===== src/source/core_pkg.sv =====
`default_nettype none

package core_pkg;

    localparam int xlen = 32;

    typedef logic [xlen-1:0] word_t;
    typedef logic [4:0]      reg_addr_t;

    // both memories are word addressed
    localparam int imem_depth = 64;
    localparam int dmem_depth = 64;

    typedef logic [$clog2(imem_depth)-1:0] mem_addr_t;

    typedef enum logic [3:0] {
        add,
        sub,
        and_op,
        or_op,
        xor_op,
        sll,
        srl,
        sra,
        slt
    } alu_op_e;

    typedef enum logic {
        imm_i,
        imm_u
    } imm_kind_e;

    typedef struct packed {
        alu_op_e   alu_op;
        logic      use_imm;
        imm_kind_e imm_kind;
        // lui adds its immediate to zero
        logic      zero_a;
        logic      mem_to_reg;
        logic      reg_write;
        reg_addr_t rd;
        reg_addr_t rs1;
        reg_addr_t rs2;
    } ctrl_t;

    typedef struct packed {
        logic      we;
        mem_addr_t addr;
        word_t     data;
    } mem_load_t;

    typedef struct packed {
        logic      valid;
        word_t     pc;
        reg_addr_t rd;
        word_t     data;
    } retire_t;

endpackage

`default_nettype wire


===== src/source/alu.sv =====
`default_nettype none

module alu
    import core_pkg::*;
(
    input  word_t   a,
    input  word_t   b,
    input  alu_op_e op,
    output word_t   result
);

    logic [$clog2(xlen)-1:0] shamt;

    // only the low bits of b shift
    assign shamt = b[$clog2(xlen)-1:0];

    always_comb begin
        case (op)
            add:     result = a + b;
            sub:     result = a - b;
            and_op:  result = a & b;
            or_op:   result = a | b;
            xor_op:  result = a ^ b;
            sll:     result = a << shamt;
            srl:     result = a >> shamt;
            sra:     result = word_t'($signed(a) >>> shamt);
            slt:     result = {{(xlen-1){1'b0}}, $signed(a) < $signed(b)};
            default: result = '0;
        endcase
    end

endmodule

`default_nettype wire


===== config.mk =====
export PLATFORM = sky130hd
export DESIGN_NAME = alu
export DESIGN_NICKNAME = d
export VERILOG_FILES = /design/src/source/core_pkg.sv /design/src/source/alu.sv
export SDC_FILE = /design/constraint.sdc
export NUM_CORES = 1
export LEC_CHECK = 0
export ABC_CLOCK_PERIOD_IN_PS = 4600
export BUFFER_PORTS_ARGS = -buffer_cell sky130_fd_sc_hd__buf_2
export CORE_MARGIN = 2
export CORE_UTILIZATION = 54
export DETAILED_ROUTE_END_ITERATION = 8
export PLACE_DENSITY_LB_ADDON = 0.25
export SYNTH_ARGS = -nofsm -noshare
export SYNTH_HDL_FRONTEND = slang
export SYNTH_SLANG_ARGS = --single-unit

===== constraint.sdc =====
create_clock -name vclk -period 4.6
set_input_delay 0.69 -clock vclk [all_inputs]
set_output_delay 0.69 -clock vclk [all_outputs]
set_load 0.02 [all_outputs]

### Yosys cells after proc, flatten, opt, wreduce, memory -nomap -nowiden

Cells that the tools add are included.

| operators by class | value |
|---|---|
| shift-type cells | 3 |
| mux-type cells | 1 |
| bitwise operators | 3 |
| order comparisons | 1 |
| equal/unequal tests | 8 |
| reduce and logical (&&, ||, !) cells | 1 |
| $add $sub $neg | 2 |

Operator list:

| kind | number |
|---|---|
| case mux 32 bit (9 select lines) | 1 |
| adder 32 bit | 1 |
| bitwise AND 32 bit | 1 |
| less-than comparator 32 bit | 1 |
| bitwise OR 32 bit | 1 |
| left shift 32 x 5 -> 32 bit | 1 |
| >> shifter 32 x 5 -> 32 bit | 1 |
| >>> shifter 32 x 5 -> 32 bit | 1 |
| subtractor 32 bit | 1 |
| bitwise XOR 32 bit | 1 |
| == test 4 x 3 -> 1 bit, second input constant | 4 |
| == test 4 x 2 -> 1 bit, second input constant | 2 |
| == test 4 x 1 -> 1 bit, second input constant | 1 |
| == test 4 bit, second input constant | 1 |
| logical NOT 4 bit | 1 |

| storage, ports and cells | value |
|---|---|
| logic and storage cells | 19 |
| flip-flop bits (word level) | 0 |
| output and inout bits | 32 |
| input port bits | 68 |

### Logic depth before layout (Yosys ltp)

| depth | value |
|---|---|
| depth after elaboration | 2 |
| gate-level depth with buffers | 16 |
| gate-level depth less buffers | 12 |

### Least setup slack after synthesis

Ideal clock, no wire load.

| path | value |
|---|---|
| kind | input-to-output |
| start point | input b[2] |
| end point | output result[31] |
| stages | 15 |
| path slack | -372 ps |
| data arrival time | 4282 ps |
| data required time | 3910 ps |
| buffers on the path | 5 |
| cell sequence | buf_2 > inv_1 > buf_2 > buf_2 > buf_2 > buf_2 > ha_1 > nor2_1 > o31ai_1 > o2111ai_2 > a21oi_2 > a2111oi_4 > o21ai_1 > a221o_1 > o32ai_1 |

| between the ends | value |
|---|---|
| longest elaborated chain between the ends | 2 |
| elaborated cells between the ends (all ways) | 6 |
| classes of those cells | 2 x add/sub; 3 x shift; 1 x mux |

RTL lines:

| item | line | RTL |
|---|---|---|
| from (decl) | alu.sv:7 | `input word_t b,` |
| subtractor 32 bit, or another cell as far along | alu.sv:20 | `sub: result = a - b;` |
| case mux 32 bit (9 select lines) (*) | alu.sv:18 | `case (op)` |
| to (decl) | alu.sv:9 | `output word_t result` |

Every way passes the cells marked *; elsewhere a longest branch is shown, timed or not.

### Worst setup path in the final report

| path | value |
|---|---|
| start point | input a[0] |
| end point | output result[30] |

| between the ends | value |
|---|---|
| longest elaborated chain between the ends | 2 |
| elaborated cells between the ends (all ways) | 6 |
| classes of those cells | 2 x add/sub; 3 x shift; 1 x mux |

RTL lines:

| item | line | RTL |
|---|---|---|
| from (decl) | alu.sv:6 | `input word_t a,` |
| subtractor 32 bit, or another cell as far along | alu.sv:20 |  |
| case mux 32 bit (9 select lines) (*) | alu.sv:18 |  |

Marked as above.

==> flow_summary_export.csv <==
group,metric,value,unit
run_status,status,"completed",
synthesis,synth_common_cells,"nor2_1, a21oi_1, nand2_1, o21ai_0, inv_1",
drt,ant_nets,0,
sta,rsz0062_at_grt,"true",
critical_path,critical_path_class,"in2out",
synthesis,synthTopCellsByArea,"ha_1, mux4_2, mux2i_1",
synthesis,synth_cell_types,84,
synthesis,synth_area_leader_cell,"ha_1",
drt,drtIter0Drc,1613,
finish,antennaDiodeCount,0,
sta,setup_viol_count_final,0,
finish,clockBufferCount,0,
die,die_area,17240,um^2
sta,hold_viol,0,
sta,maxSlewViolCount,0,
run,drv_cap,0,
pwr,p_total,1.276,mW
sta,max_slew_margin,52.92,%
die,die_w,131.3,um
global_routing,grt_pass1_wl,58930,um
sta,worst_slack,0.1392,ns
drt,drtPass1Iterations,6,
die,placementRows,46,
drt,route.detailed.drc,0,
synthesis,synth_most_common_cell,"nor2_1",
global_routing,overflow,0,
finish,design_area,9768,um^2
placed_design,place_area,9727,um^2
sta,tightest_slew,0.6971,ns
die,start_util,55.10,%
critical_path,endpoint_kind,"output port",
placed_design,hpwl,30660,um
critical_path,cp-startpoint,"a[0]",
synthesis,seq_area_frac_synth,0,%
die,core,15890,um^2
critical_path,start_kind,"input pin",
die,fp.dieH,131.3,um
finish,final-seq-area,0,um^2
synthesis,synthCells,1298,
critical_path,cp-endpoint,"result[30]",
global_routing,grt_pass1_vias,10034,
finish,drive_above_1_share,19.53,%
synthesis,netlist_area,8752,um^2
die,pin_count,100,
finish,layout.nets,1536,
clocking,ctsHoldBuffers,0,
sta,fin_crit_sh,96.97,%
sta,fin_crit,4.461,ns
global_routing,grt_max_degree,57,
finish,area_growth,11.61,%
global_routing,antenna_found_initial,0,
drt,drt_wl_total,38350,um
finish,seq_cell_count,0,
synthesis,syn-num-nets,1465,
synthesis,yosysWarnings,0,
drt,vias,10990,
placed_design,portBuffers,100,
placed_design,preCtsSetupSlack,0.07786,ns
pwr,powerDensity,130.6,nW/um^2
critical_path,arrival,3.77,ns
drt,vias_per_cell,6.943,
critical_path,worstPathRequired,3.91,ns
hold_path,hold_path.class,"in2out",
pwr,max-vdd-ir-drop,85.44,uV
synthesis,avgSynthCellArea,6.743,um^2
pwr,p_leak,4.503,nW
placed_design,gp_congestion,1.035,
global_routing,grt_usage,42.95,%
sta,fmax,224.2,MHz
synthesis,synth_top_area_share,13.87,%
critical_path,worst-path-max-fanout,6,
drt,wl_per_cell,24.23,um
[cell families after synthesis]
| family | Yosys count | share of synthesized area [%] |
|---|---|---|
| AOI/OAI and AO/OA | 486 | 37.26 |
| and+or+nand+nor | 373 | 19.33 |
| buffers and inverters | 217 | 9.978 |
| muxes | 119 | 18.71 |
| adders and majority gates | 99 | 14.32 |
| xor gates and xnor gates | 4 | 0.4004 |
[how the worst min path moves through the flow]
stage | to | slack [ns] | cells past startpoint | startpoint
final | result[0] | 1.93 | 5 | op[1]
after global routing | result[0] | 2.01 | 5 | op[1]
after CTS | result[0] | 1.93 | 5 | op[1]
after detailed placement | result[0] | 1.93 | 5 | op[1]
after global placement | result[0] | 1.93 | 5 | op[1]
after floorplan | result[31] | 1.73 | 3 | op[0]
[power by group]
part | internal [mW] | switching [mW] | total [mW] | leakage [nW]
logic | 0.472 | 0.804 | 1.28 | 4.50
clock network | 0 | 0 | 0 | 0
registers | 0 | 0 | 0 | 0
total | 0.472 | 0.804 | 1.28 | 4.50
[per-stage QoR]
stage	hold slack (ns)	TNS (ns)	util, %	cells
after global placement	1.931	0	61.23	1582
final	1.934	0	61.49	1583
after floorplan	1.726	0	-	1298
after CTS	1.931	0	61.23	1582
after global routing	2.009	-0.08094	61.49	1583
after detailed placement	1.927	0	61.23	1582
[metal layers]
layer	vias up	track usage [%]	wire [um]
met5	-	0	0
met3	141	5.671	4055
li1	4929	-	-
met1	5103	56.53	14870
met4	0	24.94	2903
met2	817	67.40	16520
[cell type report]
type	instances	area [um^2]
inverters	112	422.9
multi-input cells	1081	7961
well taps	216	270.3
repair buffers	174	1114
fillers	1576	6117
[worst max-delay path, cell delays in order]
cell	delay, ns
buf_2	0.15
inv_1	0.08
ha_1	0.23
fa_1	0.43
nor2_1	0.20
o311ai_2	0.13
a21oi_1	0.29
o21ai_2	0.18
o31ai_2	0.35
o41ai_2	0.11
buf_4	0.16
a311o_1	0.30
a31oi_1	0.20
o22ai_2	0.10
buf_2	0.17
[cells in the final DEF (no fill, tap or decap), types with 5 or more instances in the layout]
master,netlist,layout
or3_1,9,9
a211o_1,9,9
o31a_1,6,6
o211ai_1,24,24
inv_1,109,108
mux2i_1,68,68
a211oi_1,15,15
nand2_1,114,114
o211a_1,7,7
a21o_1,21,21
a22oi_1,16,16
and2_1,7,7
o221ai_1,11,11
mux2_2,17,17
ha_1,97,96
nand2b_1,13,13
o311ai_0,6,5
or2_2,5,5
nor4_1,7,7
nand3_1,19,19
nor3_1,23,22
o21bai_1,5,5
a221o_1,7,7
buf_4,6,71
and3_1,14,14
buf_2,23,97
o21a_1,9,9
mux4_2,34,34
a221oi_1,15,15
o31ai_1,13,10
o22ai_1,14,13
a31oi_1,20,20
o21ai_1,8,6
nor2_1,131,130
a21oi_1,122,121
nor2b_1,10,10
o21ai_0,111,110
[repair_timing]
action,in CTS,in global routing
setup buffers,0,1
gates resized for setup,0,9
setup endpoints to repair,0,9
No activity file was read; power rests on OpenSTA's default activity.
