File: src/source/isa_pkg.sv
`default_nettype none

package isa_pkg;

    // major opcodes of the supported subset
    typedef enum logic [6:0] {
        op     = 7'b0110011,
        op_imm = 7'b0010011,
        lui    = 7'b0110111,
        load   = 7'b0000011
    } opcode_e;

    localparam logic [2:0] funct3_add_sub = 3'b000;
    localparam logic [2:0] funct3_sll     = 3'b001;
    localparam logic [2:0] funct3_slt     = 3'b010;
    localparam logic [2:0] funct3_xor     = 3'b100;
    localparam logic [2:0] funct3_srl_sra = 3'b101;
    localparam logic [2:0] funct3_or      = 3'b110;
    localparam logic [2:0] funct3_and     = 3'b111;
    localparam logic [2:0] funct3_lw      = 3'b010;

    localparam logic [6:0] funct7_base = 7'b0000000;
    // selects sub and sra
    localparam logic [6:0] funct7_alt  = 7'b0100000;

    // r-type field view and generic instruction word
    typedef struct packed {
        logic [6:0] funct7;
        logic [4:0] rs2;
        logic [4:0] rs1;
        logic [2:0] funct3;
        logic [4:0] rd;
        logic [6:0] opcode;
    } instr_t;

    typedef struct packed {
        logic [11:0] imm;
        logic [4:0]  rs1;
        logic [2:0]  funct3;
        logic [4:0]  rd;
        logic [6:0]  opcode;
    } instr_i_t;

    typedef struct packed {
        logic [19:0] imm;
        logic [4:0]  rd;
        logic [6:0]  opcode;
    } instr_u_t;

endpackage

`default_nettype wire

File: src/source/core_pkg.sv
`default_nettype none

package core_pkg;

    localparam int xlen = 32;

    typedef logic [xlen-1:0] word_t;
    typedef logic [4:0]      reg_addr_t;

    // both memories are word addressed
    localparam int imem_depth = 64;
    localparam int dmem_depth = 64;

    typedef logic [$clog2(imem_depth)-1:0] mem_addr_t;

    typedef enum logic [3:0] {
        add,
        sub,
        and_op,
        or_op,
        xor_op,
        sll,
        srl,
        sra,
        slt
    } alu_op_e;

    typedef enum logic {
        imm_i,
        imm_u
    } imm_kind_e;

    typedef struct packed {
        alu_op_e   alu_op;
        logic      use_imm;
        imm_kind_e imm_kind;
        // lui adds its immediate to zero
        logic      zero_a;
        logic      mem_to_reg;
        logic      reg_write;
        reg_addr_t rd;
        reg_addr_t rs1;
        reg_addr_t rs2;
    } ctrl_t;

    typedef struct packed {
        logic      we;
        mem_addr_t addr;
        word_t     data;
    } mem_load_t;

    typedef struct packed {
        logic      valid;
        word_t     pc;
        reg_addr_t rd;
        word_t     data;
    } retire_t;

endpackage

`default_nettype wire

File: src/source/fetch_unit.sv
`default_nettype none

module fetch_unit
    import isa_pkg::*;
    import core_pkg::*;
(
    input  logic      clk,
    input  logic      reset,
    input  logic      run,
    input  mem_load_t imem_load,
    output word_t     pc,
    output instr_t    instr
);

    instr_t    imem [imem_depth];
    mem_addr_t fetch_addr;

    // pc parks at 0 until run rises
    always_ff @(posedge clk) begin
        if (reset) begin
            pc <= '0;
        end else if (!run) begin
            pc <= '0;
        end else begin
            pc <= pc + word_t'(4);
        end
    end

    // program load only while the core is held
    always_ff @(posedge clk) begin
        if (imem_load.we && !run) begin
            imem[imem_load.addr] <= imem_load.data;
        end
    end

    // word index that wraps past the end of the array
    assign fetch_addr = pc[$bits(mem_addr_t)+1:2];
    assign instr      = imem[fetch_addr];

    a_no_load_while_running: assert property (
        @(posedge clk) disable iff (reset)
        !(imem_load.we && run)
    );

endmodule

`default_nettype wire

File: config.mk
export PLATFORM = sky130hd
export DESIGN_NAME = fetch_unit
export DESIGN_NICKNAME = d
export VERILOG_FILES = /design/src/source/isa_pkg.sv /design/src/source/core_pkg.sv /design/src/source/fetch_unit.sv
export SDC_FILE = /design/constraint.sdc
export NUM_CORES = 2
export LEC_CHECK = 0
export BUFFER_PORTS_ARGS = -buffer_cell sky130_fd_sc_hd__buf_2
export CAP_MARGIN = 20
export CORE_ASPECT_RATIO = 0.7
export CORE_UTILIZATION = 62
export DETAILED_ROUTE_END_ITERATION = 12
export PLACE_DENSITY = 0.83
export SYNTH_ARGS = -nofsm -noshare
export SYNTH_HDL_FRONTEND = slang
export SYNTH_SLANG_ARGS = --single-unit
File: constraint.sdc
create_clock -name clk -period 4.1 [get_ports clk]
set_clock_uncertainty 0.1 [all_clocks]
set_input_delay 0.41 -clock clk [delete_from_list [all_inputs] [get_ports clk]]
set_output_delay 0.41 -clock clk [all_outputs]
set_load 0.02 [all_outputs]
# Word level (Yosys, flattened, before mapping)
# Memory sizes are Yosys's and may differ from the RTL's. A register that Yosys moved wholly into a read port is not among the register bits.
# Cells that the tools add are included.
[classes]
eq_ne = 0
shifts = 0
bitwise = 1
mux = 3
mul = 0
div = 0
reduce_logical = 3
order_cmp = 0
n_addsub = 1
[ops]
columns = ["op", "n"]
rows = [
  ["$add A32 B3 Y32 const B", 1],
  ["$mux W6", 1],
  ["$mux W1", 2],
  ["$reduce_or A2 Y1", 1],
  ["$logic_and A1 B1 Y1", 1],
  ["$logic_not A1 Y1", 1],
  ["$not A1 Y1", 1],
]
[word_totals]
output_inout_bits = 64
mem_bits_ro = 0
memories = 1
ram_bits = 2048
word_cells = 10
register_bits = 32
inputBits = 42
latch_bits = 0
[mem_list]
columns = ["memory", "depth", "word_bits", "read_ports", "rd_ports_with_merged_regs", "wr", "line_no", "rtl"]
rows = [
  ["imem", 64, 32, 1, 1, 1, "fetch_unit.sv:15", "instr_t imem [imem_depth];"],
]

# Longest topological paths before layout
[logic_depth]
word_depth = 4
depth_mapped = 10
depth_no_buf = 6

# Least setup slack after synthesis
# OpenSTA, ideal clock, no wires.
[synth_path]
kind = "input port to flip-flop"
startpoint = "input imem_load[36] (netlist bit)"
endpoint = "memory imem[48][0] (netlist bit) (enable)"
cell_stages = 5
t_arrival_ns = 3.174
path_slack_ns = 0.365
path_buffers = 1
path_cell_list = "clkbuf_1 nand2_1 nor3_1 nand2_1 nor3_1"
[synth_rtl]
columns = ["item", "line_no", "rtl"]
rows = [
  ["start, declared", "fetch_unit.sv:10", "input mem_load_t imem_load,"],
  ["end, declared", "fetch_unit.sv:15", ""],
]
# Straight into the memory's write port.

==> impl_metrics.ini <==
[setup_path]
end_kind = output port
crit_type = flip-flop to output port
worst_setup_path_start_kind = flip-flop
slowest_stage = a211oi_1
critPathMaxStageDelay_ps = 610
rrSetupSlack_ps = 950
r2r_end = pc[22]$_SDFF_PP0_
critical-path-top-delay-family = compound AO/OA/AOI/OAI gates
critPathRequiredTime_ps = 3590
worst-path-buf-inv = 3
rr_startpoint = pc[3]$_SDFF_PP0_
r2r_cells = 7
worstPathCellList = buf_12 > bufbuf_16 > mux4_2 > a211oi_1 > a22oi_1 > o211a_1 > buf_2
cp_data_arrival_time_ps = 3680
cp_max_fo = 10

[floorplanning]
core_sq_um = 127000
fp.dieArea_sq_um = 130000
ioPinCount = 106
start_util_pct = 62.9
row_count = 109
fp.dieW_um = 431
die_h_um = 302

[placement]
place_inst = 5625
io_buffers = 103
detailed_place_hpwl_um = 124000
gp_congestion = 0.923

[timing]
fin_ws_ps = -94.3
finalCritPeriodShare_pct = 102
fin_crit_ps = 4190
rsz0062_at_grt = true
setup_viol = 8
slew_headroom_pct = 22.0
tns_ps = -344
slew_viol_final = 0
worst_pin_slew_ps = 1170
max_freq_ghz = 0.238
hold_viol_final = 0

[clock_tree]
worstSkewPairLatency_ps = 840
clk_root_buffer_cell = clkbuf_16
clkTransAtPathRegs_ps = 70
cts_max_path_buffers = 3
cts-buffers-inserted = 176
htreeDepth = 4
cts.sinks = 2078
cts_tree = yes

[routing]
highest_layer = met5
totalWireLength_um = 229000
drtPass1Iterations = 9
route.detailed.drc = 0
ant_nets = 0
wl_met1_um = 74800
vias_per_cell = 7.29
vias = 43600
routed-wl-met3_um = 41000
dr_wl_met2_um = 102000
first_iter_violations = 8175
post_drt_wl_per_cell_um = 38.2

[worst_hold_path]
hp-start = imem_load[19]
hold_end = imem[15][19]$_DFFE_PP_
hold_class = input pin to flip-flop
hold_depth = 1

[cells_and_area]
stdcell_count = 5980
fill_cells = 6863
final_common_cell = edfxtp_1
area_growth_pct = 12.7
nets = 4158
layout-drive-gt1-share_pct = 25.8
final_cell_mix = edfxtp_1 (2048), mux2i_1 (365), mux4_2 (350)

[global_route]
grt_pass1_vias = 42200
antenna_found_initial = 11
grtUsageTotal_pct = 35.3
gr-total-overflow = 0
grt_pass1_wl_um = 318000
grt_max_degree = 88

[power]
peakVddDrop_uv = 441
power.density_nw_per_um2 = 459
cellLeakagePower_nw = 27.6

[synthesis]
syn-cell-area_sq_um = 79800
synth_edf_count = 2048
synthCells = 3796
seq_area_frac_synth_pct = 77.8
synth_cell_types = 51
ys_ff_latch = 2078
yosysWarnings = 0
syn_avg_cell_area_sq_um = 21.0
async_reset_ff_share_pct = 0
synth_ff_type = edfxtp_1

[status]
outcome = complete, but fails checks
violations = negative setup slack

[flow_run]
drv_cap = 0
-- through the flow --
stage / setup slack [ps] / hold slack (ps) / utilization (%) / power (mW) / area [sq um]
2_1_floorplan: 365 / 409 / - / 24.7 / 79800
3_3_place_gp: 340 / 391 / 66.0 / 25.4 / 83800
3_5_place_dp: 320 / 405 / 66.0 / 25.5 / 83800
4_1_cts: -8.68 / 3.79 / 70.6 / 41.1 / 89700
5_1_grt: -24.4 / 36.0 / 70.8 / 42.0 / 90000
6_report: -94.3 / 28.4 / 70.8 / 41.3 / 90000
-- flip-flops by register name, summed over array words and instances (netlist names) --
name,cells
imem,2048
pc,30
-- worst max-delay path by stage --
stage                                 from                     to  cells past startpoint
after floorplan              imem_load[36]  imem[48][0]$_DFFE_PP_                      5
after global placement    pc[4]$_SDFF_PP0_              instr[14]                      6
after detailed placement  pc[4]$_SDFF_PP0_              instr[14]                      6
after CTS                 pc[2]$_SDFF_PP0_              instr[14]                      7
after global routing      pc[7]$_SDFF_PP0_              instr[28]                      7
final                     pc[2]$_SDFF_PP0_              instr[28]                      7
-- logic make-up after synthesis --
| family | synth area share, % |
|---|---|
| flops | 77.8 |
| xor+xnor | 0.274 |
| fa+ha+maj | 0.0157 |
| other cells | 0.00470 |
| mux | 14.6 |
| buf+inv | 1.62 |
| simple gates | 1.69 |
| compound gates | 4.04 |
-- routing by layer --
layer	up-vias	GRT usage, %
li1	16500	-
met1	21900	48.2
met2	4448	51.8
met3	682	13.7
met4	18	13.9
met5	-	0.927
-- report_power, final --
part           switching (mW)  internal [mW]  total [mW]
clock network            7.79           8.33        16.1
registers              0.0316           23.4        23.4
logic                    1.16          0.590        1.75
-- Yosys cell counts (2+ instances only) --
cell / count / area share (%)
edfxtp_1: 2048 / 77
mux2i_1: 369 / 4.6
mux4_2: 350 / 9.9
a22oi_1: 186 / 1.7
clkbuf_1: 107 / 0.50
nor2_1: 99 / 0.47
a21oi_1: 70 / 0.44
nand3_1: 59 / 0.37
nand2_1: 57 / 0.27
o22ai_1: 47 / 0.37
buf_2: 40 / 0.25
buf_4: 40 / 0.38
a221oi_1: 34 / 0.37
a211oi_1: 32 / 0.30
o21ai_0: 32 / 0.20
dfxtp_1: 30 / 0.75
buf_6: 27 / 0.38
a31oi_1: 17 / 0.13
xnor2_1: 16 / 0.18
o211a_1: 15 / 0.19
o221a_2: 15 / 0.21
buf_1: 10 / 0.047
nor2b_1: 9 / 0.071
xor2_1: 9 / 0.099
and2_1: 7 / 0.055
nor3_1: 7 / 0.044
and4_1: 6 / 0.066
inv_1: 6 / 0.028
nand2b_1: 6 / 0.047
nand4_1: 5 / 0.039
or3_1: 5 / 0.039
mux2_2: 4 / 0.056
nand3b_1: 4 / 0.038
nor4_1: 4 / 0.031
or3b_2: 4 / 0.044
buf_8: 2 / 0.038
nor4_2: 2 / 0.031
o21ai_1: 2 / 0.013
or2_2: 2 / 0.016
-- repair_timing --
action,4_1_cts,5_1_grt
endpoints found under the hold margin,146,15
pin swaps,4,5
endpoints found under the setup margin,29,24
resized for setup,52,36
gates cloned,3,0
setup buffers,8,5
hold buffers,12,2
-- layout make-up --
class / count / area (sq um) / area share (%)
Timing Repair Buffer: 366 / 3030 / 3.37
Tap cell: 1720 / 2150 / 2.39
Clock inverter: 88 / 678 / 0.754
Multi-Input combinational cell: 1487 / 17300 / 19.2
Sequential cell: 2078 / 62100 / 69.1
Antenna cell: 3 / 7.51 / 0.00835
Clock buffer: 232 / 4660 / 5.18
Inverter: 6 / 22.5 / 0.0250
No activity file was read; power rests on OpenSTA's default activity.
