**src/source/isa_pkg.sv**
```systemverilog
`default_nettype none

package isa_pkg;

    // major opcodes of the supported subset
    typedef enum logic [6:0] {
        op     = 7'b0110011,
        op_imm = 7'b0010011,
        lui    = 7'b0110111,
        load   = 7'b0000011
    } opcode_e;

    localparam logic [2:0] funct3_add_sub = 3'b000;
    localparam logic [2:0] funct3_sll     = 3'b001;
    localparam logic [2:0] funct3_slt     = 3'b010;
    localparam logic [2:0] funct3_xor     = 3'b100;
    localparam logic [2:0] funct3_srl_sra = 3'b101;
    localparam logic [2:0] funct3_or      = 3'b110;
    localparam logic [2:0] funct3_and     = 3'b111;
    localparam logic [2:0] funct3_lw      = 3'b010;

    localparam logic [6:0] funct7_base = 7'b0000000;
    // selects sub and sra
    localparam logic [6:0] funct7_alt  = 7'b0100000;

    // r-type field view and generic instruction word
    typedef struct packed {
        logic [6:0] funct7;
        logic [4:0] rs2;
        logic [4:0] rs1;
        logic [2:0] funct3;
        logic [4:0] rd;
        logic [6:0] opcode;
    } instr_t;

    typedef struct packed {
        logic [11:0] imm;
        logic [4:0]  rs1;
        logic [2:0]  funct3;
        logic [4:0]  rd;
        logic [6:0]  opcode;
    } instr_i_t;

    typedef struct packed {
        logic [19:0] imm;
        logic [4:0]  rd;
        logic [6:0]  opcode;
    } instr_u_t;

endpackage

`default_nettype wire

```
**src/source/core_pkg.sv**
```systemverilog
`default_nettype none

package core_pkg;

    localparam int xlen = 32;

    typedef logic [xlen-1:0] word_t;
    typedef logic [4:0]      reg_addr_t;

    // both memories are word addressed
    localparam int imem_depth = 64;
    localparam int dmem_depth = 64;

    typedef logic [$clog2(imem_depth)-1:0] mem_addr_t;

    typedef enum logic [3:0] {
        add,
        sub,
        and_op,
        or_op,
        xor_op,
        sll,
        srl,
        sra,
        slt
    } alu_op_e;

    typedef enum logic {
        imm_i,
        imm_u
    } imm_kind_e;

    typedef struct packed {
        alu_op_e   alu_op;
        logic      use_imm;
        imm_kind_e imm_kind;
        // lui adds its immediate to zero
        logic      zero_a;
        logic      mem_to_reg;
        logic      reg_write;
        reg_addr_t rd;
        reg_addr_t rs1;
        reg_addr_t rs2;
    } ctrl_t;

    typedef struct packed {
        logic      we;
        mem_addr_t addr;
        word_t     data;
    } mem_load_t;

    typedef struct packed {
        logic      valid;
        word_t     pc;
        reg_addr_t rd;
        word_t     data;
    } retire_t;

endpackage

`default_nettype wire

```
**src/source/decoder.sv**
```systemverilog
`default_nettype none

module decoder
    import isa_pkg::*;
    import core_pkg::*;
(
    input  instr_t instr,
    output ctrl_t  ctrl,
    output logic   illegal
);

    // alt funct7 only on add/sub and the right shifts
    logic funct7_ok;

    assign funct7_ok = (instr.funct7 == funct7_base) ||
                       ((instr.funct7 == funct7_alt) &&
                        (instr.funct3 == funct3_add_sub || instr.funct3 == funct3_srl_sra));

    always_comb begin
        alu_op_e right_op;

        right_op      = (instr.funct7 == funct7_alt) ? sra : srl;
        ctrl          = '0;
        ctrl.alu_op   = add;
        ctrl.imm_kind = imm_i;
        ctrl.rd       = instr.rd;
        ctrl.rs1      = instr.rs1;
        ctrl.rs2      = instr.rs2;
        illegal       = 1'b0;

        case (instr.opcode)
            op: begin
                ctrl.reg_write = 1'b1;
                case (instr.funct3)
                    funct3_add_sub: begin
                        if (instr.funct7 == funct7_alt) begin
                            ctrl.alu_op = sub;
                        end
                    end
                    funct3_sll:     ctrl.alu_op = sll;
                    funct3_slt:     ctrl.alu_op = slt;
                    funct3_xor:     ctrl.alu_op = xor_op;
                    funct3_srl_sra: ctrl.alu_op = right_op;
                    funct3_or:      ctrl.alu_op = or_op;
                    funct3_and:     ctrl.alu_op = and_op;
                    default: begin
                        // sltu
                        ctrl.reg_write = 1'b0;
                        illegal        = 1'b1;
                    end
                endcase
                if (!funct7_ok) begin
                    ctrl.reg_write = 1'b0;
                    illegal        = 1'b1;
                end
            end
            op_imm: begin
                ctrl.reg_write = 1'b1;
                ctrl.use_imm   = 1'b1;
                case (instr.funct3)
                    funct3_add_sub: ctrl.alu_op = add;
                    funct3_xor:     ctrl.alu_op = xor_op;
                    funct3_or:      ctrl.alu_op = or_op;
                    funct3_and:     ctrl.alu_op = and_op;
                    funct3_sll:     ctrl.alu_op = sll;
                    funct3_srl_sra: ctrl.alu_op = right_op;
                    default: begin
                        // slti and sltiu
                        ctrl.reg_write = 1'b0;
                        illegal        = 1'b1;
                    end
                endcase
                // funct7 is only an encoding field for the shifts
                if ((instr.funct3 == funct3_sll || instr.funct3 == funct3_srl_sra) &&
                    !funct7_ok) begin
                    ctrl.reg_write = 1'b0;
                    illegal        = 1'b1;
                end
            end
            lui: begin
                ctrl.reg_write = 1'b1;
                ctrl.use_imm   = 1'b1;
                ctrl.imm_kind  = imm_u;
                ctrl.zero_a    = 1'b1;
            end
            load: begin
                if (instr.funct3 == funct3_lw) begin
                    ctrl.reg_write  = 1'b1;
                    ctrl.use_imm    = 1'b1;
                    ctrl.mem_to_reg = 1'b1;
                end else begin
                    illegal = 1'b1;
                end
            end
            default: illegal = 1'b1;
        endcase
    end

    a_illegal_never_writes: assert final (!(illegal && ctrl.reg_write));

endmodule

`default_nettype wire

```
**config.mk**
```make
export PLATFORM = sky130hd
export DESIGN_NAME = decoder
export DESIGN_NICKNAME = d
export VERILOG_FILES = /design/src/source/isa_pkg.sv /design/src/source/core_pkg.sv /design/src/source/decoder.sv
export SDC_FILE = /design/constraint.sdc
export NUM_CORES = 1
export LEC_CHECK = 0
export BUFFER_PORTS_ARGS = -buffer_cell sky130_fd_sc_hd__buf_2
export CAP_MARGIN = 25
export CORE_AREA = 2 2 39 41
export DETAILED_ROUTE_END_ITERATION = 6
export DIE_AREA = 0 0 41 43
export GPL_ROUTABILITY_DRIVEN = 0
export PLACE_DENSITY = 0.79
export SLEW_MARGIN = 10
export SYNTH_ARGS = -nofsm -noshare
export SYNTH_HDL_FRONTEND = slang
export SYNTH_SLANG_ARGS = --single-unit
```
**constraint.sdc**
```tcl
create_clock -name vclk -period 3.6
set_clock_uncertainty 0.2 [all_clocks]
set_input_delay 0.36 -clock vclk [all_inputs]
set_output_delay 0.36 -clock vclk [all_outputs]
set_load 0.01 [all_outputs]
```
# Yosys cells after proc, flatten, opt, wreduce, memory -nomap -nowiden
# Index checks and enable logic that the tools add are counted.
# W data, S select, Z words.
[totals]
ff_bits = 0
latchBits = 0
ramBits = 0
mem_bits_ro = 0
input_bits = 32
out_inout_bits = 25
mem_count = 0
[op_classes]
add_sub_neg = 0
n_mul = 0
n_div = 0
order_cmp = 0
n_eq_ne = 11
shifts = 0
mux = 21
bitwise = 0
n_reduce_logical = 11
[ops]
columns = ["operator", "count"]
rows = [
  ["$pmux W4 S7", 1],
  ["$eq A7 B6 Y1 const B", 3],
  ["$pmux W3 S5", 1],
  ["$mux W1", 13],
  ["$eq A3 B3 Y1 const B", 4],
  ["$pmux W1 S4", 2],
  ["$pmux W4 S2", 1],
  ["$eq A7 B2 Y1 const B", 1],
  ["$eq A7 B5 Y1 const B", 1],
  ["$logic_not A7 Y1", 1],
  ["$reduce_or A7 Y1", 1],
  ["$reduce_or A6 Y1", 1],
  ["$mux W2", 2],
  ["$eq A3 B1 Y1 const B", 1],
  ["$eq A3 B2 Y1 const B", 1],
  ["$logic_not A3 Y1", 1],
  ["$logic_or A1 B1 Y1", 3],
  ["$logic_and A1 B1 Y1", 2],
  ["$pmux W1 S2", 1],
  ["$reduce_or A2 Y1", 1],
  ["$logic_not A1 Y1", 1],
]

# Longest topological paths before layout
[logic_depth]
word_depth = 8
ltp_mapped = 5
ltp_nobuf = 4

# Least setup slack after synthesis
# Ideal clock, no wire load.
[synth_timing]
path_type = "input-to-output"
from = "input instr[26] (netlist bit)"
to = "output ctrl[15] (netlist bit)"
arrival_time_ps = 1555
required_ps = 3040
path_slack_ps = 1485
path_stages = 4
n_path_buf = 0
cell_sequence = "or4_4 > a2111oi_4 > nor2_1 > o311ai_1"
[synth_rtl]
columns = ["element", "line", "text"]
rows = [
  ["from (decl)", "decoder.sv:7", "input instr_t instr,"],
  ["to (decl)", "decoder.sv:8", "output ctrl_t ctrl,"],
]

# Worst setup path in the final report
[layout_timing]
from = "input instr[26] (netlist bit)"
to = "output illegal"
[layout_via]
elab_chain_len = 7
word_cells_on_any_way = 9
cone_classes = "eq/ne (1); mux (3); reduce/logical (5)"
[layout_lines]
columns = ["element", "line", "text"]
rows = [
  ["$eq A7 B6 Y1", "decoder.sv:16", "((instr.funct7 == funct7_alt) &&"],
  ["$logic_and A1 B1 Y1", "decoder.sv:16", ""],
  ["$logic_or A1 B1 Y1 *", "decoder.sv:15", "assign funct7_ok = (instr.funct7 == funct7_base) ||"],
  ["$logic_not A1 Y1", "decoder.sv:75", "!funct7_ok) begin"],
  ["$logic_and A1 B1 Y1", "decoder.sv:74", "if ((instr.funct3 == funct3_sll || instr.funct3 == funct3_srl_sra) &&"],
  ["$mux W1", "decoder.sv:74", ""],
  ["$pmux W1 S4 *", "decoder.sv:31", "case (instr.opcode)"],
  ["to (decl)", "decoder.sv:9", "output logic illegal"],
]
# Mark *: on every way between the ends. The rest lies on a longest branch, timed or not.

==> impl_results.md <==
* Initial antenna violation count at 0
* RSZ-0062 raised after global routing: false
* CP Capture Type: primary output
* Yosys warnings at 0
* Die Wd at just over 40 um
* Sw Pwr at 0.01466 mW
* ANT nets after route at 0
* Crit path required time at between 3 and 4 ns
* Crit path top cell by count: buf_2
* Met2 Use GR at ~16%
* Endpoints failing setup at 0
* Die H at 43 um
* Power Density at ~67 mW/mm^2
* Worst Tran Pin Value at about 0.32 ns
* Layout cells sized above 1 at 50.00%
* Crit path max-delay cell type: or4_4
* PostCTS Resize Cnt at 0
* WHS at 0.5200 ns
* Sw frac at 53.47%
* # clk buffers at 0
* Sequential share of power at 0%
* Tmin final at 2.312 ns
* Met3 Track Usage GR at roughly 1.0%
* Maxcap violations at 0
* Detailed placement HPWL at just under 800 um
* Post-CTS Setup Bufs at 0
* Final hold viol count at 0
* CP Max Fanout at 3
* Syn Area/Cell at just over 7 um^2
* Wirelength per Cell at about 11 um
* Via density at between 5 and 6
* WS Path Type: in -> out
* Most Used Layer, Global Route: met2
* Cell Int Power at between 0.01 and 0.015 mW
* Pleak at 0.1805 nW
* PortBufs at 27
* Hold Buf Count CTS at 0
* Startpoint Class: input pin
* Rel. slew slack at between 70% and 80%
* DR iter-0 viols at 5
* Initial DRT Pass Iterations at 4
* Max Slew Vio Count at 0
* Number of fill cells at about 160
* Die area at 0.001763 mm^2
* Final worst path period share at 64.23%
* Row count at 14
* Logic gate share of total power at between 90% and 100%
* Synth Instances at between 50 and 60
* Crit-path cells: buf_2 -> or4_4 -> a2111oi_4 -> nor2_1 -> o311a_1 -> buf_2
* Post-route setup TNS at 0 ns
* Peak supply drop at around 0.032 mV
* Register Area at 0 um^2
* IO Pins at 57
* Achievable frequency at ~0.43 GHz
* Clock power frac at 0%
* GR Util met1 at between 10% and 20%
* Register area share after synthesis at 0%
* Area Overhead vs Synth at 7.190%
* Critical Path AT at between 1.5 and 2 ns
* Max stage delay on crit path at between 0.5 and 0.6 ns
* Global-route wire length before repair at around 1300 um
* Vias at between 400 and 500
* Cell area after synthesis at about 380 um^2
* Starting Density at 27.67%
* Unique masters post-synth at 25
* Tot GR Track Use at around 9.7%
* Core box area at ~0.0014 mm^2
* Hold WC Path Type: in -> out
* Nets at 96
* ANT cells at 0
* Largest delay contributor family on the critical path: simple AND/OR/NAND/NOR gates
* Drt drc at 0
* Status: complete, no violations
* Sequential cell count at 0
* Worst path bufs/invs at 2
* Vias in the first global route at 343
* Total Routed Length at around 900 um
* Grt ovf at 0
* Synthesized Nets at 85
* Largest net degree at the start of global routing at 10
cell usage in the layout (no fill, tap or decap), drive strengths merged:
| cell type | count |
|---|---|
| buf | 27 |
| nor2 | 6 |
| nor3 | 3 |
| nand3 | 3 |
| nor2b | 2 |
| or3 | 2 |
| o311ai | 2 |
| o21ai | 2 |
| inv | 2 |
| nand4bb | 1 |
| or3b | 1 |
| or4 | 1 |
| o2111ai | 1 |
| a31oi | 1 |
| nor3b | 1 |
| and4 | 1 |
| or2 | 1 |
| nand2 | 1 |
| a2111oi | 1 |
| o32ai | 1 |
| a21o | 1 |
| o311a | 1 |
power by group through the flow:
| stage | registers (mW) | clock network [mW] | logic [mW] |
|---|---|---|---|
| after floorplan | 0 | 0 | 0.0290 |
| after global placement | 0 | 0 | 0.0267 |
| after detailed placement | 0 | 0 | 0.0275 |
| after CTS | 0 | 0 | 0.0275 |
| after global routing | 0 | 0 | 0.0304 |
| final | 0 | 0 | 0.0274 |
cell type report:
cell class | count | area, um^2 | share of cell area, %
inverters | 2 | 7.507 | 1.829
multi-input cells | 33 | 247.7 | 60.37
well taps | 16 | 20.02 | 4.878
repair buffers | 27 | 135.1 | 32.93
stage by stage:
stage	setup WS [ns]	total power, mW	instance area (um^2)	util (%)	instances
after floorplan	1.485	0.02903	382.9	-	53
after global placement	1.324	0.02673	410.4	29.66	78
after detailed placement	1.274	0.02747	410.4	29.66	78
after CTS	1.271	0.02751	410.4	29.66	78
after global routing	1.187	0.03041	410.4	29.66	78
final	1.288	0.02743	410.4	29.66	78
synthesized netlist by cell type (all sizes together), types with 2 or more instances:
library cell	number	area, um^2
buf	16	120.1
nand3	3	15.01
or3	2	12.51
nor2	6	22.52
nor2b	2	12.51
clkbuf	2	7.510
inv	2	7.500
nor3	3	15.01
o21ai	2	10.00
o311ai	2	17.52
metal layers:
layer	vias to the layer above	wire [um]
met1	176	326
li1	199	-
met5	-	0
met3	4	123
met4	0	10
met2	25	416
cells by family after synthesis:
kind of cell / Yosys count / synth area share [%]
simple gates: 23 / 39.54
buf+inv: 20 / 35.29
compound gates: 10 / 25.17
worst paths after layout:
kind / start / to / cells past startpoint
worst min-delay path: instr[11] / ctrl[14] / 0
worst max-delay path: instr[26] / illegal / 6
Note: power is estimated with default switching activity, not from simulation.
