**src/source/isa_pkg.sv**
```systemverilog
`default_nettype none

package isa_pkg;

    // major opcodes of the supported subset
    typedef enum logic [6:0] {
        op     = 7'b0110011,
        op_imm = 7'b0010011,
        lui    = 7'b0110111,
        load   = 7'b0000011
    } opcode_e;

    localparam logic [2:0] funct3_add_sub = 3'b000;
    localparam logic [2:0] funct3_sll     = 3'b001;
    localparam logic [2:0] funct3_slt     = 3'b010;
    localparam logic [2:0] funct3_xor     = 3'b100;
    localparam logic [2:0] funct3_srl_sra = 3'b101;
    localparam logic [2:0] funct3_or      = 3'b110;
    localparam logic [2:0] funct3_and     = 3'b111;
    localparam logic [2:0] funct3_lw      = 3'b010;

    localparam logic [6:0] funct7_base = 7'b0000000;
    // selects sub and sra
    localparam logic [6:0] funct7_alt  = 7'b0100000;

    // r-type field view and generic instruction word
    typedef struct packed {
        logic [6:0] funct7;
        logic [4:0] rs2;
        logic [4:0] rs1;
        logic [2:0] funct3;
        logic [4:0] rd;
        logic [6:0] opcode;
    } instr_t;

    typedef struct packed {
        logic [11:0] imm;
        logic [4:0]  rs1;
        logic [2:0]  funct3;
        logic [4:0]  rd;
        logic [6:0]  opcode;
    } instr_i_t;

    typedef struct packed {
        logic [19:0] imm;
        logic [4:0]  rd;
        logic [6:0]  opcode;
    } instr_u_t;

endpackage

`default_nettype wire

```
**src/source/core_pkg.sv**
```systemverilog
`default_nettype none

package core_pkg;

    localparam int xlen = 32;

    typedef logic [xlen-1:0] word_t;
    typedef logic [4:0]      reg_addr_t;

    // both memories are word addressed
    localparam int imem_depth = 64;
    localparam int dmem_depth = 64;

    typedef logic [$clog2(imem_depth)-1:0] mem_addr_t;

    typedef enum logic [3:0] {
        add,
        sub,
        and_op,
        or_op,
        xor_op,
        sll,
        srl,
        sra,
        slt
    } alu_op_e;

    typedef enum logic {
        imm_i,
        imm_u
    } imm_kind_e;

    typedef struct packed {
        alu_op_e   alu_op;
        logic      use_imm;
        imm_kind_e imm_kind;
        // lui adds its immediate to zero
        logic      zero_a;
        logic      mem_to_reg;
        logic      reg_write;
        reg_addr_t rd;
        reg_addr_t rs1;
        reg_addr_t rs2;
    } ctrl_t;

    typedef struct packed {
        logic      we;
        mem_addr_t addr;
        word_t     data;
    } mem_load_t;

    typedef struct packed {
        logic      valid;
        word_t     pc;
        reg_addr_t rd;
        word_t     data;
    } retire_t;

endpackage

`default_nettype wire

```
**src/source/imm_gen.sv**
```systemverilog
`default_nettype none

module imm_gen
    import isa_pkg::*;
    import core_pkg::*;
(
    input  instr_t    instr,
    input  imm_kind_e kind,
    output word_t     imm
);

    instr_i_t i_view;
    instr_u_t u_view;

    assign i_view = instr_i_t'(instr);
    assign u_view = instr_u_t'(instr);

    always_comb begin
        case (kind)
            // upper 20 bits above 12 zero bits
            imm_u:   imm = {u_view.imm, 12'b0};
            default: imm = {{(xlen-12){i_view.imm[11]}}, i_view.imm};
        endcase
    end

endmodule

`default_nettype wire

```
**config.mk**
```make
export PLATFORM = sky130hd
export DESIGN_NAME = imm_gen
export DESIGN_NICKNAME = d
export VERILOG_FILES = /design/src/source/isa_pkg.sv /design/src/source/core_pkg.sv /design/src/source/imm_gen.sv
export SDC_FILE = /design/constraint.sdc
export NUM_CORES = 1
export LEC_CHECK = 0
export BUFFER_PORTS_ARGS = -buffer_cell sky130_fd_sc_hd__buf_2
export CAP_MARGIN = 20
export CORE_UTILIZATION = 26
export DETAILED_ROUTE_END_ITERATION = 10
export PLACE_DENSITY_LB_ADDON = 0.1
export SLEW_MARGIN = 10
export SYNTH_ARGS = -nofsm -noshare
export SYNTH_HDL_FRONTEND = slang
export SYNTH_SLANG_ARGS = --single-unit
```
**constraint.sdc**
```tcl
create_clock -name vclk -period 0.8
set_input_delay 0.16 -clock vclk [all_inputs]
set_output_delay 0.16 -clock vclk [all_outputs]
set_load 0.02 [all_outputs]
```
[Word-level counts from Yosys, hierarchy flattened]
Index checks and enable logic that the tools add are counted.
Operators by class
  mux-type cells: 1
Operators with widths (count)
  31-bit two-way mux: 1
Word-level totals
  word-level logic and storage cells: 1
  input port bits: 33
  flip-flop bits (word level): 0
  output and inout port bits: 32

[Longest topological paths before layout]
Gate-level depths: netlist of the first run.
  word-level depth: 1
  gate-level depth with buffers: 2
  mapped depth without buffers: 1

[Least setup slack after synthesis of the first run]
No wires, ideal clock.
  path type: input to output
  start point: input instr[31] (netlist name)
  end point: output imm[11]
  buffers on the path: 1
  slack: -0.105 ns
  cell stages on the path: 2
  arrival: 0.745 ns
  cell sequence: clkbuf_1 nor2b_1
Between the ends
  cells in the longest elaborated chain, start to end: 1
RTL lines
  start, declared: RTL line imm_gen.sv:7  | input instr_t instr,
  31-bit two-way mux: RTL line imm_gen.sv:19  | case (kind)
  end, declared: RTL line imm_gen.sv:9  | output word_t imm
Every way passes these cells.

[Worst setup path in the final report of the first run]
  start point: input kind
  end point: output imm[27]
Between the ends
  cells in the longest elaborated chain, start to end: 1
RTL lines
  start, declared: RTL line imm_gen.sv:8  | input imm_kind_e kind,
  31-bit two-way mux: RTL line imm_gen.sv:19
Every way passes these cells.

==> key figures, run 1 <==
Status
  – Status: finished with violations
  – Failing checks: setup timing

Logic synthesis
  – Adder-Cell Fraction of Synth Area: 0%
  – Compound-Gate Fraction of Synth Area: 0%
  – Largest family of logic cells by synthesized area: multiplexers
  – Yosys warning count: 0
  – Post-Syn Instances: 37
  – Syn nets: 70
  – Mean Syn Cell Area: approximately 10 sq um
  – Post-Synth Simple-Gate Area: 20.3%
  – Mux cell area share after synthesis: between 60% and 70%
  – Post-Syn Area: 370 sq um
  – Yosys cell types: 7
  – XOR/XNOR Fraction of Synth Area: 0%
  – Seq/Total Area, Yosys: 0%

STA
  – Fmax: 981 MHz
  – Unrepaired setup endpoints after global routing: yes
  – Worst slew pin tran: 0.200 ns
  – Final setup vio count: 31
  – Final period util: 127%
  – Setup TNS Final: -4.84 ns
  – Final setup margin: -0.220 ns
  – Final slew viol count: 0
  – Final hold violation count: 0
  – Relative slew margins: 86.6%
  – Period minus WS final: ~1.0 ns

Die
  – DIE AREA: roughly 1600 sq um
  – Core area: roughly 1300 sq um
  – Ports: 65
  – Die width: around 40 um
  – Die height: 39.7 um
  – Std-Cell Rows: 13
  – Initial Util: 28.1%

Detailed routing
  – Vias: 488
  – ANT nets after route: 0
  – Final wirelength: 1410 um
  – Number of DRC markers in iteration 0: 0
  – DRC: 0
  – WL/cell: 13.3 um
  – Post-DR vias/cell: about 4.6
  – Total iterations of the first detailed-routing run: 1

Layout
  – FF+latch area: 0 sq um
  – Layout Nets: 126
  – Area grow syn2layout: 175%
  – Share of layout cells above drive strength 1: 94.5%
  – # diodes: 0
  – Seq_cells: 0
  – Fillers: 89
  – Design Area, Final: 1020 sq um
  – Layout clock buffers: 0
  – Multi-input combinational cell area: roughly 410 sq um

Setup path
  – Arrival @ worst endpoint: 0.86 ns
  – Critical Path Sink: imm[27]
  – CP endpoint kind: output port
  – Critical path required time: about 0.64 ns
  – CP max FO: 8
  – CP Launch Point: kind
  – Critical path class: input pin to output port
  – Crit start category: input pin

Flow run
  – Total of max-cap violations: 0

Placed design
  – DP Area: 666 sq um
  – Buffers added on ports: 53
  – Routability cong.: 0.587

GRT
  – Initial antenna violation count: 0
  – Vias in the first global route: around 420
  – Total grt overflow: 0
  – Largest net degree at the start of global routing: 22
  – Gr usage total: 16.0%
  – Global-route wire length before repair: 1780 um

Pwr
  – Peak VDD IR: between 0.4 and 0.5 mV
  – P_leak: ~0.55 nW
  – Final Power: around 0.76 mW
  – Pwr per Cell Area: around 750 nW/um^2

Clocking
  – Post-CTS Hold Fix Bufs: 0

Hold path
  – Hold/Removal Path Class: input pin to output port
logic make-up (layout without fill, tap and decap cells):
group	Yosys count	in the layout
and+or+nand+nor	12	12
buffers and inverters	6	60
muxes	19	19
worst max-delay path, stage by stage:
cell and delay [ns]:
buf_12 0.12, buf_12 0.14, mux2_4 0.30, buf_6 0.13
synthesized netlist by cell type, drive strengths merged:
cell    instances  area [sq um]
nor2b          12          75.1
mux2           19           251
buf             5          40.0
clkbuf          1          3.75
how the worst min path moves through the flow:
stage          startpoint       to  slack (ns)  cells past startpoint
2_1_floorplan   instr[31]  imm[31]        0.43                      1
3_3_place_gp    instr[19]  imm[19]        0.66                      3
3_5_place_dp    instr[24]   imm[4]        0.66                      3
4_1_cts         instr[19]  imm[19]        0.63                      3
5_1_grt         instr[17]  imm[17]        0.65                      3
6_report        instr[17]  imm[17]        0.63                      3
report_power, final:
group	switching, mW	internal, mW
Clock	0	0
Sequential	0	0
Combinational	0.320	0.441
repair_timing:
item,4_1_cts,5_1_grt
buffers inserted,2,0
cloned,2,0
hold endpoints to repair,0,0
gates resized for setup,66,20
setup endpoints to repair,32,31
area by class of cell:
type,instances,share of cell area [%]
multi-input cells,31,40.1
well taps,15,1.85
repair buffers,60,58.1
cells in the final DEF, fill, tap and decap left out, drive strengths merged:
master | netlist | layout
buf | 5 | 60
mux2 | 19 | 19
nor2b | 12 | 12
layer usage:
| layer | vias up | global-route usage (%) | part of all wire, % |
|---|---|---|---|
| met2 | 25 | 32.0 | 57 |
| met1 | 229 | 19.1 | 36 |
| met3 | 0 | 1.14 | 7.1 |
| met4 | 0 | 0 | 0 |
| li1 | 234 | - | - |
| met5 | - | 0 | 0 |
stage by stage:
step	hold slack (ns)	utilization, %	worst slack (ns)	std cells
3_3_place_gp	0.664	50.5	-0.303	102
5_1_grt	0.650	77.2	-0.230	106
4_1_cts	0.633	71.1	-0.224	106
3_5_place_dp	0.664	50.5	-0.301	102
2_1_floorplan	0.433	-	-0.0169	37
6_report	0.634	77.2	-0.220	106
Power figures use the tool's default switching activity.
==> run 2, diff against run 1 <==
--- a/config.mk
+++ b/config.mk
@@ -5,10 +5,11 @@
 export SDC_FILE = /design/constraint.sdc
 export NUM_CORES = 1
 export LEC_CHECK = 0
-export BUFFER_PORTS_ARGS = -buffer_cell sky130_fd_sc_hd__buf_2
 export CAP_MARGIN = 20
-export CORE_UTILIZATION = 26
+export CORE_AREA = 2 2 39 41
 export DETAILED_ROUTE_END_ITERATION = 10
+export DIE_AREA = 0 0 41 43
+export DONT_BUFFER_PORTS = 1
 export PLACE_DENSITY_LB_ADDON = 0.1
 export SLEW_MARGIN = 10
 export SYNTH_ARGS = -nofsm -noshare
==> run 2 against run 1 <==
Against the previous run: power is 56% lower; sequential share of layout area stayed put; via count is 38% lower; the run now ends clean; global-route usage is 7.6 points lower; die area is 12% higher; cell count is 45% lower; first-iteration DRC count is 2 higher; hold slack worse by 0.31 ns; setup slack better by 0.32 ns; critical endpoint is now imm[22]; largest power group unchanged; critical path depth is 3 lower; final area is 57% lower; core utilization is 46 points lower.
==> key figures, run 2 (same netlist as run 1, synthesis figures left out) <==
Hold path
  – Hold/Removal Path Class: input pin to output port

Setup path
  – Critical path required time: 0.64 ns (about the same)
  – Critical path class: input pin to output port
  – CP Buf/Inv Count: 0 (-3)
  – Arrival @ worst endpoint: 0.54 ns (-0.32 ns)
  – Worst path slowest cell: mux2_2
  – CP max FO: 31 (+23)
  – CP cell instances: mux2_2
  – CP max stage delay: 0.37 ns (+0.07 ns)
  – Crit start category: input pin
  – Crit path max-delay family: multiplexers
  – CP endpoint kind: output port

Layout
  – Share of layout cells above drive strength 1: 73.8% (-21 points)
  – Seq_cells: 0 (unchanged)
  – FF+latch area: 0 sq um (unchanged)
  – Fillers: 148 (+66%)
  – Layout clock buffers: 0 (unchanged)
  – Most frequent cells in the layout: nor2b_1, buf_4, mux2_4
  – Area grow syn2layout: 17.9%
  – # diodes: 0 (unchanged)
  – Multi-input combinational cell area: 334 sq um (-18%)
  – Layout Nets: 77 (-39%)

Detailed routing
  – Final wirelength: 821 um (-42%)
  – Total iterations of the first detailed-routing run: 4 (+3)
  – DRC: 0 (unchanged)
  – WL/cell: 14.2 um (+6.8%)
  – ANT nets after route: 0 (unchanged)
  – Vias: 301 (-38%)
  – Number of DRC markers in iteration 0: 2 (+2)
  – Post-DR vias/cell: 5.19 (+13%)

Pwr
  – Peak VDD IR: 0.238 mV (-49%)
  – Pwr per Cell Area: 762 nW/um^2 (+1.8%)
  – Combinational power share: 100.0% (about the same)
  – Final Power: 0.333 mW (-56%)
  – P_leak: 0.205 nW (-63%)
  – Reg power frac: 0% (unchanged)
  – NetSw: 0.181 mW (-44%)
  – Clock power frac: 0% (unchanged)
  – Internal Power: 0.152 mW (-66%)
  – Sw frac: 54.3% (+12 points)

Placed design
  – Routability cong.: 0.565 (-3.7%)
  – Buffers added on ports: 0 (-100%)

STA
  – Final slew viol count: 0 (unchanged)
  – Unrepaired setup endpoints after global routing: no
  – Worst slew pin tran: 0.149 ns (-0.0511 ns)
  – Period minus WS final: 0.696 ns (-0.323 ns)
  – Final period util: 87.1% (-40 points)
  – Fmax: 1440 MHz (+46%)
  – Relative slew margins: 90.0% (+3.4 points)
  – Final setup vio count: 0 (-100%)
  – WHS: 0.321 ns (-0.313 ns)
  – Final hold violation count: 0 (unchanged)

GRT
  – Global-route wire length before repair: 1100 um (-38%)
  – Total grt overflow: 0 (unchanged)
  – Largest net degree at the start of global routing: 32 (+45%)
  – Gr usage total: 8.49% (-7.6 points)
  – Initial antenna violation count: 0 (unchanged)
  – Vias in the first global route: 281 (-34%)

Die
  – Initial Util: 26.8% (-1.3 points)
  – DIE AREA: 1760 sq um (+12%)
  – Std-Cell Rows: 14 (+1)
  – Ports: 65 (unchanged)
  – Die height: 43 um (+8.2%)
  – Core area: 1380 sq um (+5.0%)
  – Die width: 41 um (+3.2%)

Status
  – Status: completed

Clocking
  – Resize count post-CTS: 0 (-100%)
  – Post-CTS setup buffer count: 0 (-2)
  – Post-CTS Hold Fix Bufs: 0 (unchanged)

Flow run
  – Total of max-cap violations: 0 (unchanged)
==> run 2: metal layers <==
| layer | vias up | track usage (%) | wire length (um) |
|---|---|---|---|
| met5 | - | 0 | 0 |
| met4 | 0 | 0 | 0 |
| met3 | 0 | 0 | 146 |
| met2 | 34 | 19.1 | 442 |
| met1 | 132 | 7.59 | 232 |
| li1 | 135 | - | - |
==> run 2: power by group through the flow <==
stage / Sequential, mW / Clock, mW / Combinational, mW
global route: 0 / 0 / 0.351
floorplan: 0 / 0 / 0.336
finish: 0 / 0 / 0.333
global placement: 0 / 0 / 0.338
detailed placement: 0 / 0 / 0.335
CTS: 0 / 0 / 0.335
==> run 2: metrics by stage <==
step	utilization [%]	TNS (ns)	cell area (sq um)	worst slack, ns	instances
6_report	31.6	0	437	0.104	58
5_1_grt	31.6	0	437	0.0991	58
2_1_floorplan	-	-0.203	382	-0.0169	37
3_3_place_gp	31.6	0	437	0.107	58
3_5_place_dp	31.6	0	437	0.108	58
4_1_cts	31.6	0	437	0.108	58
==> run 2: path summary, 6_finish.rpt <==
check | startpoint | end | cells after the start
worst max-delay path | kind | imm[22] | 1
worst min-delay path | instr[31] | imm[31] | 0
==> run 2: final cells by class <==
type | count | share of cell area (%)
multi-input cells | 31 | 76.5
well taps | 16 | 4.58
repair buffers | 11 | 18.9
==> run 3, diff against run 2 <==
--- a/config.mk
+++ b/config.mk
@@ -5,6 +5,7 @@
 export SDC_FILE = /design/constraint.sdc
 export NUM_CORES = 1
 export LEC_CHECK = 0
+export ABC_AREA = 1
 export CAP_MARGIN = 20
 export CORE_AREA = 2 2 39 41
 export DETAILED_ROUTE_END_ITERATION = 10
==> run 3 against run 2 <==
Against the previous run: setup slack got worse by 0.071 ns; synthesized cell count increased by 86%; maximum frequency decreased by 9.2%; highest routed layer unchanged; core utilization increased by 11 points; global-route usage increased by 0.20 points; critical path type unchanged; count of clock-buffer cells in the layout unchanged; critical path depth increased by 4; synthesized area decreased by 26%; hold slack got worse by 0.00059 ns.
==> key figures, run 3 <==
Die
  – Die height: 43 um (unchanged)
  – Ports: 65 (unchanged)
  – Core area: 1380 sq um (unchanged)
  – Die width: 41 um (unchanged)
  – Initial Util: 19.8% (-7.0 points)
  – DIE AREA: 1760 sq um (unchanged)
  – Std-Cell Rows: 14 (unchanged)

Clocking
  – Post-CTS Hold Fix Bufs: 0 (unchanged)
  – Post-CTS setup buffer count: 0 (unchanged)

GRT
  – Total grt overflow: 0 (unchanged)
  – Vias in the first global route: 291 (+3.6%)
  – Global-route wire length before repair: 1140 um (+3.1%)
  – Gr usage total: 8.69% (+0.20 points)
  – Initial antenna violation count: 0 (unchanged)
  – Largest net degree at the start of global routing: 32 (unchanged)

Logic synthesis
  – Post-Syn Instances: 69 (+86%)
  – Count leader, synth: nand2_1
  – Yosys cell types: 5 (-2)
  – Yosys warning count: 0 (unchanged)
  – Area share of the largest cell type after synthesis: 53.4% (+13 points)
  – Main area contributors after synthesis: nand2_1, inv_1, nor2_1, buf_4, buf_2
  – Top cells by instance count after synthesis: nand2_1, inv_1, nor2_1
  – Synth area leader: nand2_1
  – Seq/Total Area, Yosys: 0% (unchanged)
  – Mean Syn Cell Area: 3.97 sq um (-60%)
  – Post-Syn Area: 274 sq um (-26%)
  – Syn nets: 102 (+46%)

Pwr
  – P_leak: 0.409 nW (+100%)
  – Combinational power share: 100.0% (about the same)
  – Reg power frac: 0% (unchanged)
  – Clock power frac: 0% (unchanged)
  – Internal Power: 0.214 mW (+41%)
  – Pwr per Cell Area: 788 nW/um^2 (+3.4%)
  – Final Power: 0.459 mW (+38%)
  – Sw frac: 53.4% (-0.90 points)
  – Peak VDD IR: 0.300 mV (+26%)
  – NetSw: 0.245 mW (+36%)

Layout
  – Share of layout cells above drive strength 1: 41.1% (-33 points)
  – Most common cell after layout, fill and taps aside: nand2_1
  – Most frequent cells in the layout: nand2_1, buf_4, inv_1
  – FF+latch area: 0 sq um (unchanged)
  – Seq_cells: 0 (unchanged)
  – Area grow syn2layout: 113%
  – Layout Nets: 130 (+69%)
  – # diodes: 0 (unchanged)
  – Layout clock buffers: 0 (unchanged)
  – Fillers: 147 (-0.68%)
  – Multi-input combinational cell area: 208 sq um (-38%)

STA
  – Relative slew margins: 87.9% (-2.1 points)
  – Setup TNS Final: 0 ns (unchanged)
  – Final hold violation count: 0 (unchanged)
  – Unrepaired setup endpoints after global routing: no
  – Final slew viol count: 0 (unchanged)
  – Period minus WS final: 0.767 ns (+0.0709 ns)
  – Final period util: 95.9% (+8.9 points)
  – Worst slew pin tran: 0.181 ns (+0.0313 ns)
  – Fmax: 1300 MHz (-9.2%)
  – Final setup vio count: 0 (unchanged)

Setup path
  – Critical path required time: 0.64 ns (about the same)
  – Arrival @ worst endpoint: 0.61 ns (+0.07 ns)
  – CP max FO: 31 (unchanged)
  – CP endpoint kind: output port
  – Crit start category: input pin
  – Critical path class: input pin to output port

Detailed routing
  – WL/cell: 8.40 um (-41%)
  – ANT nets after route: 0 (unchanged)
  – Total iterations of the first detailed-routing run: 2 (-2)
  – DRC: 0 (unchanged)
  – Final wirelength: 932 um (+14%)
  – Vias: 459 (+52%)
  – Number of DRC markers in iteration 0: 1 (-1)
  – Post-DR vias/cell: 4.14 (-20%)

Hold path
  – Hold/Removal Path Class: input pin to output port

Status
  – Status: completed

Placed design
  – Routability cong.: 0.636 (+13%)
  – Buffers added on ports: 0 (unchanged)
  – Hpwl dp: 662 um

Flow run
  – Total of max-cap violations: 0 (unchanged)
## run 3: changes by cell type after synthesis
cell,previous run,this run
nand2_1,0,39
inv_1,0,13
nor2b_1,12,0
nor2_1,0,11
mux2_4,10,0
mux2_2,9,0
buf_4,1,3
buf_6,2,0
buf_2,2,3
clkbuf_1,1,0
## run 3: cells by family (layout without fill, tap and decap cells)
logic type / count (synthesis) / in the layout / share of synthesized area, %
and+or+nand+nor: 50 / 50 / 68.5
buffers and inverters: 19 / 45 / 31.5
## run 3: cell type report
class	instances	share of cell area, %
Multi-Input combinational cell	50	35.6
Inverter	13	8.37
Tap cell	16	3.43
Timing Repair Buffer	32	52.6
## run 3: path summary, 6_finish.rpt
path / end / from / depth (start not counted) / slack, ns
max: imm[27] / kind / 5 / 0.03
min: imm[31] / instr[31] / 0 / 0.32
## run 3: layer usage
layer	vias to the layer above	wire length, um	global-route usage [%]
li1	241	-	-
met1	177	337	9.81
met2	41	396	16.9
met3	0	198	1.05
met4	0	0	0
met5	-	0	0
## run 3: what timing repair did
action,in CTS,in global routing
setup endpoints to repair,1,7
gates cloned,1,0
pin swaps,1,1
resized for setup,6,12
## run 3: per-stage QoR
step	util (%)	std cells	hold WS, ns	worst slack, ns	instance area [sq um]
6_report	42.1	111	0.320	0.0326	583
5_1_grt	42.1	111	0.320	0.000971	583
4_1_cts	39.3	111	0.320	0.0265	544
3_5_place_dp	36.3	110	0.320	0.000556	502
3_3_place_gp	36.3	110	0.320	0.00946	502
2_1_floorplan	-	69	0.433	0.0241	274
## run 3: power by group through the flow
stage	Combinational, mW	Clock (mW)	Sequential, mW
after floorplan	0.261	0	0
after global placement	0.403	0	0
after detailed placement	0.405	0	0
after CTS	0.434	0	0
after global routing	0.497	0	0
final	0.459	0	0
## run 3: worst max-delay path, stage by stage
cell and delay [ns]:
inv_2 0.05, nand2_4 0.07, buf_16 0.15, nand2_1 0.05
buf_4 0.13
